$ cat src/logic/dump2ddr_macros.svh
/* Shared constants of the BRAM to DDR dump master:
   bus widths, burst geometry, write ID pool and fixed AXI attributes */

`ifndef DUMP2DDR_MACROS_SVH
`define DUMP2DDR_MACROS_SVH

// ----------------------------------------------------------------------------
// Widths
// ----------------------------------------------------------------------------
`define DUMP_DW             64          // AXI and BRAM data width
`define DUMP_AW             32          // DDR byte address width
`define DUMP_IW             6           // AXI ID width
`define DUMP_BUF_AW         9           // BRAM word address, top bit picks half

// ----------------------------------------------------------------------------
// Transfer geometry
// ----------------------------------------------------------------------------
`define DUMP_BEATS          16          // Beats per burst
`define DUMP_BURST_BYTES    128         // 16 beats of 8 bytes
`define DUMP_BLOCK_BYTES    2048        // One half-buffer, 16 bursts

// Outstanding write IDs
`define DUMP_IDS            8
`define DUMP_ID_EXPIRY      31          // Countdown start of an ID in use
`define DUMP_CNT_W          6

// Fixed AW attributes, tied off in the interconnect wrapper
`define DUMP_AXI_SIZE       3'b011      // 8 bytes per beat
`define DUMP_AXI_LEN        4'b1111     // 16 beats
`define DUMP_AXI_BURST      2'b01       // INCR
`define DUMP_AXI_CACHE      4'b0001     // Bufferable only

`endif

$ cat src/logic/dump2ddr_pkg.sv
/* Packed struct types shared by the dump master units and the testbench */

`include "dump2ddr_macros.svh"

package dump2ddr_pkg;

    // ------------------------------------------------------------------------
    // Block selection, index {ch, half} matches buf_ready_i bit order
    // ------------------------------------------------------------------------
    typedef struct packed {
        logic ch;                           // 0 = channel A
        logic half;                         // 0 = low half
    } blk_sel_t;

    // One DDR ring buffer
    typedef struct packed {
        logic [`DUMP_AW-1:0] base_addr;     // First byte of ring
        logic [`DUMP_AW-1:0] end_addr;      // Last byte + 1
    } ring_cfg_t;

    typedef struct packed {
        logic [1:0] reload;                 // Level, pointer back to base; [0] = A
        logic [1:0] enable;                 // Dump enable per channel; [0] = A
    } dump_ctrl_t;

    // ------------------------------------------------------------------------
    // AXI write channels
    // ------------------------------------------------------------------------
    typedef struct packed {
        logic [`DUMP_AW-1:0] addr;
        logic [`DUMP_IW-1:0] id;
        logic                valid;
    } aw_req_t;

    typedef struct packed {
        logic [`DUMP_DW-1:0] data;
        logic [`DUMP_IW-1:0] id;
        logic                last;
        logic                valid;
    } w_beat_t;

    typedef struct packed {
        logic [`DUMP_IW-1:0] id;
        logic                valid;         // Always accepted
    } b_resp_t;

endpackage

$ cat src/logic/dump_ready_tracker.sv
/* Half-buffer ready latches and choice of the next block to send */

module dump_ready_tracker import dump2ddr_pkg::*; (
    input  logic       axi_clk_i,
    input  logic       axi_rstn_i,
    input  logic [3:0] buf_ready_i,     // Pulses Al, Ah, Bl, Bh
    input  dump_ctrl_t dump_ctrl_i,
    input  logic       blk_done_i,      // Block finishes this cycle
    input  blk_sel_t   done_blk_i,
    output logic       pending_o,
    output blk_sel_t   next_blk_o
);

    logic [3:0] rdy_q;                  // Ready latches Al, Ah, Bl, Bh
    logic [3:0] done_vec;               // One-hot of finishing block
    logic [3:0] avail;

    assign done_vec  = blk_done_i ? (4'b0001 << done_blk_i) : 4'b0000;
    assign avail     = rdy_q & ~done_vec;   // Finishing block not picked again
    assign pending_o = |avail;

    // Lowest index wins: A before B, low half before high
    always_comb begin
        next_blk_o = '0;
        for (int i = 3; i >= 0; i--) begin
            if (avail[i]) next_blk_o = blk_sel_t'(2'(i));
        end
    end

    // ------------------------------------------------------------------------
    // Latches, set to channel enable, cleared by block done
    // ------------------------------------------------------------------------
    always_ff @(posedge axi_clk_i) begin
        if (!axi_rstn_i) begin
            rdy_q <= 4'b0000;
        end else begin
            for (int i = 0; i < 4; i++) begin
                if (buf_ready_i[i]) begin
                    rdy_q[i] <= dump_ctrl_i.enable[i / 2];  // Disabled ch drops pulse
                end else if (done_vec[i]) begin
                    rdy_q[i] <= 1'b0;
                end
            end
        end
    end

endmodule

$ cat src/logic/dump_burst_engine.sv
/* Block and burst sequencing, BRAM read addressing and channel select,
   AW request and W beat generation */

`include "dump2ddr_macros.svh"

module dump_burst_engine import dump2ddr_pkg::*; (
    input  logic                   axi_clk_i,
    input  logic                   axi_rstn_i,
    input  logic                   pending_i,
    input  blk_sel_t               next_blk_i,
    output logic                   blk_done_o,
    output blk_sel_t               done_blk_o,
    output logic                   blk_start_o,
    output blk_sel_t               start_blk_o,
    input  logic [`DUMP_AW-1:0]    blk_addr_i,     // Ring address of started block
    input  logic                   id_free_i,
    input  logic [`DUMP_IW-1:0]    next_id_i,
    output logic                   burst_issue_o,
    output aw_req_t                aw_o,
    input  logic                   axi_awready_i,
    output w_beat_t                w_o,
    input  logic                   axi_wready_i,
    output logic [1:0]             buf_select_o,
    output logic [`DUMP_BUF_AW-1:0] buf_raddr_o,
    input  logic [`DUMP_DW-1:0]    buf_rdata_i
);

    localparam int BEAT_W = $clog2(`DUMP_BEATS);   // Beat index bits of rp
    localparam int HALF_B = `DUMP_BUF_AW - 1;      // Half select bit of rp

    logic                    tx_in_pr;      // Block transfer running
    logic                    burst_in_pr;   // W beats being offered
    logic                    aw_valid;
    logic [`DUMP_BUF_AW-1:0] rp;            // BRAM word of current beat
    logic [`DUMP_AW-1:0]     wp;            // DDR address of current burst
    logic [`DUMP_IW-1:0]     cur_id;
    blk_sel_t                cur_blk;

    logic                    beat_acc, burst_end, blk_end, can_issue;
    logic                    start_blk, next_burst, start_burst, rd_en, rd_ch;
    logic [`DUMP_BUF_AW-1:0] blk_base;

    // ------------------------------------------------------------------------
    // Scheduling
    // ------------------------------------------------------------------------
    assign beat_acc  = burst_in_pr & axi_wready_i;
    assign burst_end = beat_acc & (&rp[BEAT_W-1:0]);
    assign blk_end   = burst_end & (&rp[HALF_B-1:BEAT_W]);
    assign can_issue = id_free_i & (!aw_valid | axi_awready_i);  // Previous AW gone

    assign start_blk   = (!tx_in_pr | blk_end) & pending_i & can_issue;
    assign next_burst  = tx_in_pr & can_issue & (!burst_in_pr | (burst_end & !blk_end));
    assign start_burst = start_blk | next_burst;
    assign blk_base    = {next_blk_i.half, {HALF_B{1'b0}}};

    assign blk_start_o   = start_blk;
    assign start_blk_o   = next_blk_i;
    assign blk_done_o    = blk_end;
    assign done_blk_o    = cur_blk;
    assign burst_issue_o = start_burst;

    always_ff @(posedge axi_clk_i) begin
        if (!axi_rstn_i) begin
            tx_in_pr    <= 1'b0;
            burst_in_pr <= 1'b0;
            aw_valid    <= 1'b0;
            rp          <= '0;
            cur_blk     <= '0;
            cur_id      <= '0;
        end else begin
            if (start_blk) tx_in_pr <= 1'b1;
            else if (blk_end) tx_in_pr <= 1'b0;

            if (start_burst) burst_in_pr <= 1'b1;
            else if (burst_end) burst_in_pr <= 1'b0;    // Held for ID or AW

            if (start_burst) aw_valid <= 1'b1;
            else if (axi_awready_i) aw_valid <= 1'b0;

            if (start_blk) begin
                rp      <= blk_base;
                cur_blk <= next_blk_i;
            end else if (beat_acc) begin
                rp <= rp + 1'b1;
            end

            if (start_burst) cur_id <= next_id_i;
        end
    end

    // DDR burst address, one step per burst
    always_ff @(posedge axi_clk_i) begin
        if (!axi_rstn_i) begin
            wp <= '0;
        end else if (start_blk) begin
            wp <= blk_addr_i;
        end else if (start_burst) begin
            wp <= wp + `DUMP_AW'(`DUMP_BURST_BYTES);
        end
    end

    // ------------------------------------------------------------------------
    // BRAM read address leads the beat by one cycle
    // ------------------------------------------------------------------------
    assign rd_en = start_burst | (burst_in_pr & !burst_end);
    assign rd_ch = start_blk ? next_blk_i.ch : cur_blk.ch;

    assign buf_select_o = rd_en ? (2'b01 << rd_ch) : 2'b00;
    assign buf_raddr_o  = start_blk ? blk_base :
                          beat_acc  ? rp + 1'b1 : rp;   // Stall rereads same word

    // AXI outputs
    assign aw_o = '{addr: wp, id: cur_id, valid: aw_valid};
    assign w_o  = '{data: buf_rdata_i, id: cur_id,
                    last: burst_in_pr & (&rp[BEAT_W-1:0]), valid: burst_in_pr};

endmodule

$ cat src/logic/ddr_ring_pointer.sv
/* Channel A and B DDR ring write pointers, block step with wrap and reload */

`include "dump2ddr_macros.svh"

module ddr_ring_pointer import dump2ddr_pkg::*; (
    input  logic                axi_clk_i,
    input  logic                axi_rstn_i,
    input  ring_cfg_t           ring_cfg_a_i,
    input  ring_cfg_t           ring_cfg_b_i,
    input  dump_ctrl_t          dump_ctrl_i,
    input  logic                blk_start_i,
    input  blk_sel_t            start_blk_i,
    output logic [`DUMP_AW-1:0] blk_addr_o,     // Same cycle as blk_start_i
    output logic [`DUMP_AW-1:0] ddr_a_curr_o,
    output logic [`DUMP_AW-1:0] ddr_b_curr_o
);

    ring_cfg_t           cfg       [2];         // Index 0 = A
    logic [`DUMP_AW-1:0] curr_q    [2];
    logic [`DUMP_AW-1:0] next_addr [2];

    assign cfg[0] = ring_cfg_a_i;
    assign cfg[1] = ring_cfg_b_i;

    always_comb begin
        for (int ch = 0; ch < 2; ch++) begin
            next_addr[ch] = curr_q[ch] + `DUMP_AW'(`DUMP_BLOCK_BYTES);
        end
    end

    assign blk_addr_o   = curr_q[start_blk_i.ch];
    assign ddr_a_curr_o = curr_q[0];
    assign ddr_b_curr_o = curr_q[1];

    // ------------------------------------------------------------------------
    // Pointer update, block start beats reload
    // ------------------------------------------------------------------------
    always_ff @(posedge axi_clk_i) begin
        if (!axi_rstn_i) begin
            curr_q[0] <= '0;
            curr_q[1] <= '0;
        end else begin
            for (int ch = 0; ch < 2; ch++) begin
                if (blk_start_i && (start_blk_i.ch == 1'(ch))) begin
                    if (next_addr[ch] >= cfg[ch].end_addr) begin
                        curr_q[ch] <= cfg[ch].base_addr;   // Wrap
                    end else begin
                        curr_q[ch] <= next_addr[ch];
                    end
                end else if (dump_ctrl_i.reload[ch]) begin
                    curr_q[ch] <= cfg[ch].base_addr;
                end
            end
        end
    end

endmodule

$ cat src/logic/axi_id_tracker.sv
/* Write ID expiry counters and lowest idle ID choice */

`include "dump2ddr_macros.svh"

module axi_id_tracker import dump2ddr_pkg::*; (
    input  logic                axi_clk_i,
    input  logic                axi_rstn_i,
    input  logic                burst_issue_i,  // Takes next_id_o
    input  w_beat_t             w_i,            // Beats keep their ID alive
    input  b_resp_t             b_i,
    output logic                id_free_o,
    output logic [`DUMP_IW-1:0] next_id_o
);

    localparam int IDX_W = $clog2(`DUMP_IDS);
    localparam int ID_W  = `DUMP_IW;
    localparam int CNT_W = `DUMP_CNT_W;

    logic [CNT_W-1:0]    id_cnt [`DUMP_IDS];   // 0 = idle
    logic [`DUMP_IDS-1:0] id_idle;
    logic [ID_W-1:0]     low_id;

    always_comb begin
        for (int i = 0; i < `DUMP_IDS; i++) begin
            id_idle[i] = (id_cnt[i] == '0);
        end
    end

    // Lowest idle ID, keeps old choice when all busy
    always_comb begin
        low_id = next_id_o;
        for (int i = `DUMP_IDS - 1; i >= 0; i--) begin
            if (id_idle[i]) low_id = ID_W'(i);
        end
    end

    assign id_free_o = id_idle[next_id_o[IDX_W-1:0]];   // Stale pick only stalls

    // ------------------------------------------------------------------------
    // Expiry counters
    // ------------------------------------------------------------------------
    always_ff @(posedge axi_clk_i) begin
        if (!axi_rstn_i) begin
            next_id_o <= '0;
            for (int i = 0; i < `DUMP_IDS; i++) begin
                id_cnt[i] <= '0;
            end
        end else begin
            next_id_o <= low_id;
            for (int i = 0; i < `DUMP_IDS; i++) begin
                if (burst_issue_i && (next_id_o == ID_W'(i))) begin
                    id_cnt[i] <= CNT_W'(`DUMP_ID_EXPIRY);
                end else if (b_i.valid && (b_i.id == ID_W'(i))) begin
                    id_cnt[i] <= '0;                    // Response back
                end else if (!id_idle[i]) begin
                    if (w_i.valid && (w_i.id == ID_W'(i))) begin
                        id_cnt[i] <= CNT_W'(`DUMP_ID_EXPIRY);
                    end else begin
                        id_cnt[i] <= id_cnt[i] - 1'b1;  // Expires if B lost
                    end
                end
            end
        end
    end

endmodule

$ cat src/logic/dump2ddr_top.sv
/* Dump master top level: ready tracker, burst engine,
   ring pointers and write ID tracker */

`include "dump2ddr_macros.svh"

module dump2ddr_top import dump2ddr_pkg::*; (
    input  logic                    axi_clk_i,
    input  logic                    axi_rstn_i,
    // AXI write master
    output aw_req_t                 aw_o,
    input  logic                    axi_awready_i,
    output w_beat_t                 w_o,
    input  logic                    axi_wready_i,
    input  b_resp_t                 b_i,
    // BRAM buffers
    output logic [1:0]              buf_select_o,   // [0] = A
    output logic [`DUMP_BUF_AW-1:0] buf_raddr_o,
    input  logic [3:0]              buf_ready_i,
    input  logic [`DUMP_DW-1:0]     buf_rdata_i,
    // Ring setup and state
    input  ring_cfg_t               ring_cfg_a_i,
    input  ring_cfg_t               ring_cfg_b_i,
    input  dump_ctrl_t              dump_ctrl_i,
    output logic [`DUMP_AW-1:0]     ddr_a_curr_o,
    output logic [`DUMP_AW-1:0]     ddr_b_curr_o
);

    logic                pending, blk_done, blk_start, id_free, burst_issue;
    blk_sel_t            next_blk, done_blk, start_blk;
    logic [`DUMP_AW-1:0] blk_addr;
    logic [`DUMP_IW-1:0] next_id;

    dump_ready_tracker u_ready (
        .axi_clk_i, .axi_rstn_i, .buf_ready_i, .dump_ctrl_i,
        .blk_done_i (blk_done),
        .done_blk_i (done_blk),
        .pending_o  (pending),
        .next_blk_o (next_blk)
    );

    dump_burst_engine u_engine (
        .axi_clk_i, .axi_rstn_i,
        .pending_i     (pending),
        .next_blk_i    (next_blk),
        .blk_done_o    (blk_done),
        .done_blk_o    (done_blk),
        .blk_start_o   (blk_start),
        .start_blk_o   (start_blk),
        .blk_addr_i    (blk_addr),
        .id_free_i     (id_free),
        .next_id_i     (next_id),
        .burst_issue_o (burst_issue),
        .aw_o, .axi_awready_i, .w_o, .axi_wready_i,
        .buf_select_o, .buf_raddr_o, .buf_rdata_i
    );

    ddr_ring_pointer u_ring (
        .axi_clk_i, .axi_rstn_i, .ring_cfg_a_i, .ring_cfg_b_i, .dump_ctrl_i,
        .blk_start_i (blk_start),
        .start_blk_i (start_blk),
        .blk_addr_o  (blk_addr),
        .ddr_a_curr_o, .ddr_b_curr_o
    );

    axi_id_tracker u_ids (
        .axi_clk_i, .axi_rstn_i,
        .burst_issue_i (burst_issue),
        .w_i           (w_o),           // Active ID refresh
        .b_i,
        .id_free_o     (id_free),
        .next_id_o     (next_id)
    );

endmodule

$ cat config.mk
export PLATFORM = sky130hd
export DESIGN_NAME = dump2ddr_top
export DESIGN_NICKNAME = d
export VERILOG_FILES = /design/src/logic/dump2ddr_pkg.sv /design/src/logic/dump_ready_tracker.sv /design/src/logic/dump_burst_engine.sv /design/src/logic/ddr_ring_pointer.sv /design/src/logic/axi_id_tracker.sv /design/src/logic/dump2ddr_top.sv
export VERILOG_INCLUDE_DIRS = /design/src /design/src/logic
export SDC_FILE = /design/constraint.sdc
export NUM_CORES = 1
export LEC_CHECK = 0
export ABC_AREA = 1
export BUFFER_PORTS_ARGS = -buffer_cell sky130_fd_sc_hd__clkbuf_2
export CORE_UTILIZATION = 45
export DETAILED_ROUTE_END_ITERATION = 6
export PLACE_DENSITY = 0.72
export SYNTH_ARGS = -nofsm -noshare
export SYNTH_HDL_FRONTEND = slang
export SYNTH_SLANG_ARGS = --single-unit
$ cat constraint.sdc
create_clock -name axi_clk_i -period 4.58 [get_ports axi_clk_i]
set_clock_uncertainty 0.15 [all_clocks]
set_input_delay 0.687 -clock axi_clk_i [delete_from_list [all_inputs] [get_ports axi_clk_i]]
set_output_delay 0.687 -clock axi_clk_i [all_outputs]
set_load 0.01 [all_outputs]
; ---- Word level (Yosys, flattened, before mapping)
; Memory sizes are Yosys's and may differ from the RTL's.
; Cells that the tools add are included.
[op_classes]
mux = 249
shift = 2
n_addsub = 12
magnitude_cmp = 3
n_eq_ne = 21
reduce_logical = 59
bitwise_logic = 58
[op_table]
columns = op, n
row1 = $mux 32, 8
row2 = $mux 1, 194
row3 = $mux 6, 32
row4 = $logic_not 6->1, 11
row5 = $add 32x12->32 const B, 2
row6 = $ge 32x32->1, 2
row7 = $sub 6x1->6 const B, 8
row8 = $or 1x1->1, 43
row9 = $add 32x8->32 const B, 1
row10 = $logic_and 1x1->1, 26
row11 = $eq 3x3->1 const B, 8
row12 = $eq 6x3->1 const B, 4
row13 = $mux 9, 2
row14 = $reduce_bool 2->1, 8
row15 = $mux 2, 7
row16 = $eq 3x2->1 const B, 4
row17 = $eq 6x2->1 const B, 2
row18 = $mux 3, 4
row19 = $and 1x1->1, 11
row20 = $add 9x1->9 const B, 1
row21 = $reduce_and 4->1, 2
row22 = $reduce_bool 7->1, 1
row23 = $eq 3x1->1 const B, 2
row24 = $eq 6x1->1 const B, 1
row25 = 15 further kinds, 20
[totals]
n_memories = 2
wordCells = 421
mem_bits_rw = 112
output_inout_bits = 186
ff_bits = 56
inputBits = 211
[memory_table]
columns = name, depth, width, read_ports, rd_ports_with_merged_regs, write_ports, line
row1 = u_ring.curr_q, 2, 32, 3, 0, 2, ddr_ring_pointer.sv:19  ; logic [`DUMP_AW-1:0] curr_q [2];
row2 = u_ids.id_cnt, 8, 6, 8, 0, 8, axi_id_tracker.sv:19  ; logic [CNT_W-1:0] id_cnt [`DUMP_IDS];

; ---- Logic depth before layout (Yosys ltp)
[depth]
depth_word = 18
depth_mapped = 23
ltp_nobuf = 22

; ---- Hierarchy
; A second synthesis with hierarchy kept.
[hier_totals]
hier_cells = 1986
area_unflattened_um2 = 13794.5
[modules_own_cells]
columns = mod, cells_each, seq_area_each_um2, area_each_um2, n_inst
row1 = ddr_ring_pointer, 964, 1921.8, 6427.4, 1
row2 = axi_id_tracker, 440, 1501.4, 3577.2, 1
row3 = dump_burst_engine, 547, 1041.0, 3553.4, 1
row4 = dump_ready_tracker, 35, 80.1, 236.5, 1

; ---- Worst setup path after synthesis
; No wires, ideal clock.
[synth_path]
path_type = register to register
startpoint = mem u_ring.curr_q[0][12] (netlist name)
endpoint = mem u_ring.curr_q[0][0] (netlist name) (enable)
path_slack_ns = 0.580
stages_incl_launch_ff = 20
period_less_slack_ns = 4.000
path_buffers = 0
arrival_time_ns = 3.456
cell_sequence = edfxtp_1 > ha_1 > nand3_1 > inv_1 > nand2_1 > nor3_1 > nand3_1 > nor2_1 > nand2_1 > xor2_1 > inv_1 > ha_1 > nand2_1 > nor2_1 > nand2_1 > nor3_1 > nand4_1 > nand3_1 > nor2_2 > o21ai_0
[synth_rtl]
columns = item, line
row1 = "start, declared", ddr_ring_pointer.sv:19

==> flow_summary.json <==
{
  "syn_inst": 1799,
  "num_rows": 61,
  "syn_avg_cell_area_sq_um": 7.17,
  "outcome": "finished clean",
  "cellLeakagePower_nw": 7.64,
  "tightest_slew_ps": 962,
  "area_growth_pct": 13.2,
  "p_per_area_mw_per_mm2": 480,
  "post_drt_via_cell_ratio": 5.08,
  "finalNetCount": 2277,
  "yosys.area.top_type": "edfxtp_1",
  "cp_cell_sequence": "inv_1 > nor2_1 > nand4_1 > nor2_1 > nand2_1 > nor2_1 > nand2_1 > nor2_1 > xnor2_1 > inv_1 > ha_1 > nand2_1 > nor2_1 > nand2_1 > nor3_1 > nand4_1 > nand3_1 > nor2_2 > nand2_2 > buf_4 > nand2_1 > nand2_1 > nor2_1",
  "placed_cells": 2340,
  "io_pins": 397,
  "fin_tns_setup_ps": 0,
  "r2r-end": "u_ring.curr_q[0][21]$_SDFFCE_PP0P_",
  "yosysWarnings": 0,
  "postLayoutCellArea_sq_mm": 0.0146,
  "drive_gt1_share_pct": 18.2,
  "endpoint": "u_ring.curr_q[0][21]$_SDFFCE_PP0P_",
  "synth-seq-cells": 168,
  "wl_per_cell_um": 15.0,
  "path_clk_slew_ps": 80,
  "report.final.setup_viol": 0,
  "cts-root-buf": "clkbuf_16",
  "placed_area_sq_mm": 0.0140,
  "worstPathRequired_ps": 4620,
  "period_minus_slack_ps": 4220,
  "ir_drop_v": 0.000265,
  "rsz0062_at_grt": "no",
  "grt-ovfl-total": 0,
  "start_util_pct": 46.0,
  "clk_latency_ps": 440,
  "slew_headroom_pct": 35.8,
  "p_total_mw": 7.01,
  "ys_seq_area_share_pct": 34.8,
  "synthDistinctLibCells": 42,
  "dieArea_sq_mm": 0.0293,
  "slew_violations": 0,
  "wl_um": 35700,
  "io_buffer_count": 262,
  "r2r_start": "u_ring.curr_q[0][13]$_SDFFCE_PP0P_",
  "die_h_um": 171,
  "synth_area_leaders": "edfxtp_1 (26%), nand2_1 (11%), dfxtp_1 (8.7%)",
  "final_cell_count_no_fill": 2372,
  "drt-initial-drc-count": 867,
  "antenna_found_initial": 0,
  "critPathLaunchType": "flip-flop",
  "die_w_um": 171,
  "fmax_mhz": 237,
  "grt_pass1_wl_um": 56400,
  "grt_pass1_vias": 11500,
  "track_usage_pct": 24.5,
  "synth_edf_count": 112,
  "synth_top_area_share_pct": 26.1,
  "syn_area_sq_mm": 0.0129,
  "worstPathArrival_ps": 4270,
  "cp-end-kind": "flip-flop",
  "crit_fanout": 23,
  "antenna_cells": 0,
  "post_cts_buffers": 0,
  "synth_ff_type": "edfxtp_1",
  "gp_congestion": 0.872,
  "max_cap_violations": 0,
  "fin_hold_ws_ps": 345,
  "h-tree-depth": 4,
  "numCtsBuffers": 17,
  "core_sq_mm": 0.0280,
  "clkSinkCount": 168,
  "hpwl_um": 28100,
  "r2r_slack_ps": 360,
  "grt_max_degree": 50,
  "cts_tree": "done",
  "dr_total_vias": 12100,
  "first_pass_iters": 6,
  "crit_path_max_incr_delay_ps": 440,
  "slowest_stage": "edfxtp_1",
  "worstSetupPathType": "reg2reg",
  "synthArstFlopShare_pct": 0,
  "cts_max_path_buffers": 2,
  "crit_start": "u_ring.curr_q[0][13]$_SDFFCE_PP0P_",
  "ant_nets": 0,
  "final_cell_mix": "nand2_1 (362), nor2_1 (296), inv_1 (287)",
  "hold_path.class": "reg2reg",
  "hold_violations": 0,
  "finalCritPeriodShare_pct": 92.2,
  "route.detailed.drc": 0,
  "layout_commonest_cell": "nand2_1",
  "r2r_cells": 23
}
cell usage after synthesis (12+ instances only):
cell type	instances
a21oi_1	102
buf_2	17
buf_4	84
dfxtp_1	56
edfxtp_1	112
ha_1	85
inv_1	287
nand2_1	362
nand3_1	103
nand4_1	19
nor2_1	296
nor3_1	31
o21ai_0	49
or2_2	12
xnor2_1	24
xor2_1	56
final cells by class:
type / count / area (sq um)
clock buffers: 18 / 439
clock inverters: 14 / 154
fillers: 2754 / 13400
inverters: 292 / 1100
multi-input cells: 1227 / 6530
flip-flops and latches: 168 / 4480
well taps: 378 / 473
repair buffers: 275 / 1420
what timing repair did:
item | 4_1_cts | 5_1_grt
hold endpoints to repair | 0 | 0
resized for setup | 0 | 4
hold buffers | 0 | 0
setup endpoints to repair | 0 | 30
critical path: cells and delay by family, from the launching register on:
family | cells | cell delay [ps]
and+or+nand+nor | 18 | 2450
buffers and inverters | 3 | 490
DFF | 1 | 440
adders and majority gates | 1 | 280
xor gates and xnor gates | 1 | 140
how the worst min path moves through the flow:
| stage | startpoint | endpoint | slack, ps | depth (start not counted) |
|---|---|---|---|---|
| after floorplan | u_ids.next_id_o[1]$_SDFFE_PP0P_ | u_engine.cur_id[1]$_SDFFE_PN0P_ | 330 | 2 |
| after global placement | u_engine.wp[5]$_SDFFE_PN0P_ | u_engine.wp[5]$_SDFFE_PN0P_ | 330 | 2 |
| after detailed placement | u_engine.wp[5]$_SDFFE_PN0P_ | u_engine.wp[5]$_SDFFE_PN0P_ | 330 | 2 |
| after CTS | buf_ready_i[3] | u_ready.rdy_q[3]$_SDFFE_PN0P_ | 330 | 3 |
| after global routing | buf_ready_i[3] | u_ready.rdy_q[3]$_SDFFE_PN0P_ | 330 | 3 |
| final | u_engine.wp[5]$_SDFFE_PN0P_ | u_engine.wp[5]$_SDFFE_PN0P_ | 340 | 2 |
flip-flops by register name, indices dropped and copies added (netlist names):
register / flops
u_engine.rp: 9
u_ready.rdy_q: 4
u_engine.burst_in_pr: 1
u_ids.id_cnt: 48
u_engine.cur_id: 3
u_ids.next_id_o: 3
u_ring.curr_q: 64
u_engine.done_blk_o: 2
u_engine.tx_in_pr: 1
u_engine.wp: 32
u_engine.aw_valid: 1
kinds of logic after synthesis:
| logic type | synth area share [%] |
|---|---|
| and+or+nand+nor | 28.1 |
| buffers and inverters | 14.8 |
| AOI/OAI and AO/OA | 8.54 |
| DFF | 34.8 |
| adders and majority gates | 8.25 |
| xor gates and xnor gates | 5.44 |
| other | 0.0291 |
| muxes | 0.0777 |
layer usage:
| layer | wire length (um) | track usage, % |
|---|---|---|
| met1 | 14500 | 28.8 |
| met2 | 17100 | 42.4 |
| met3 | 2900 | 6.70 |
| met4 | 1160 | 9.43 |
| met5 | 0 | 0 |
power by group:
group / switching (mW) / total, mW / internal (mW)
registers: 0.419 / 2.52 / 2.10
logic: 1.97 / 3.03 / 1.06
clock network: 0.717 / 1.46 / 0.746
total: 3.10 / 7.01 / 3.90
through the flow:
stage,util (%),setup WS (ps)
floorplan,-,580
global placement,49.9,519
detailed placement,49.9,362
CTS,52.1,341
global route,52.1,55.5
finish,52.1,356
Note: power is estimated with default switching activity, not from simulation.
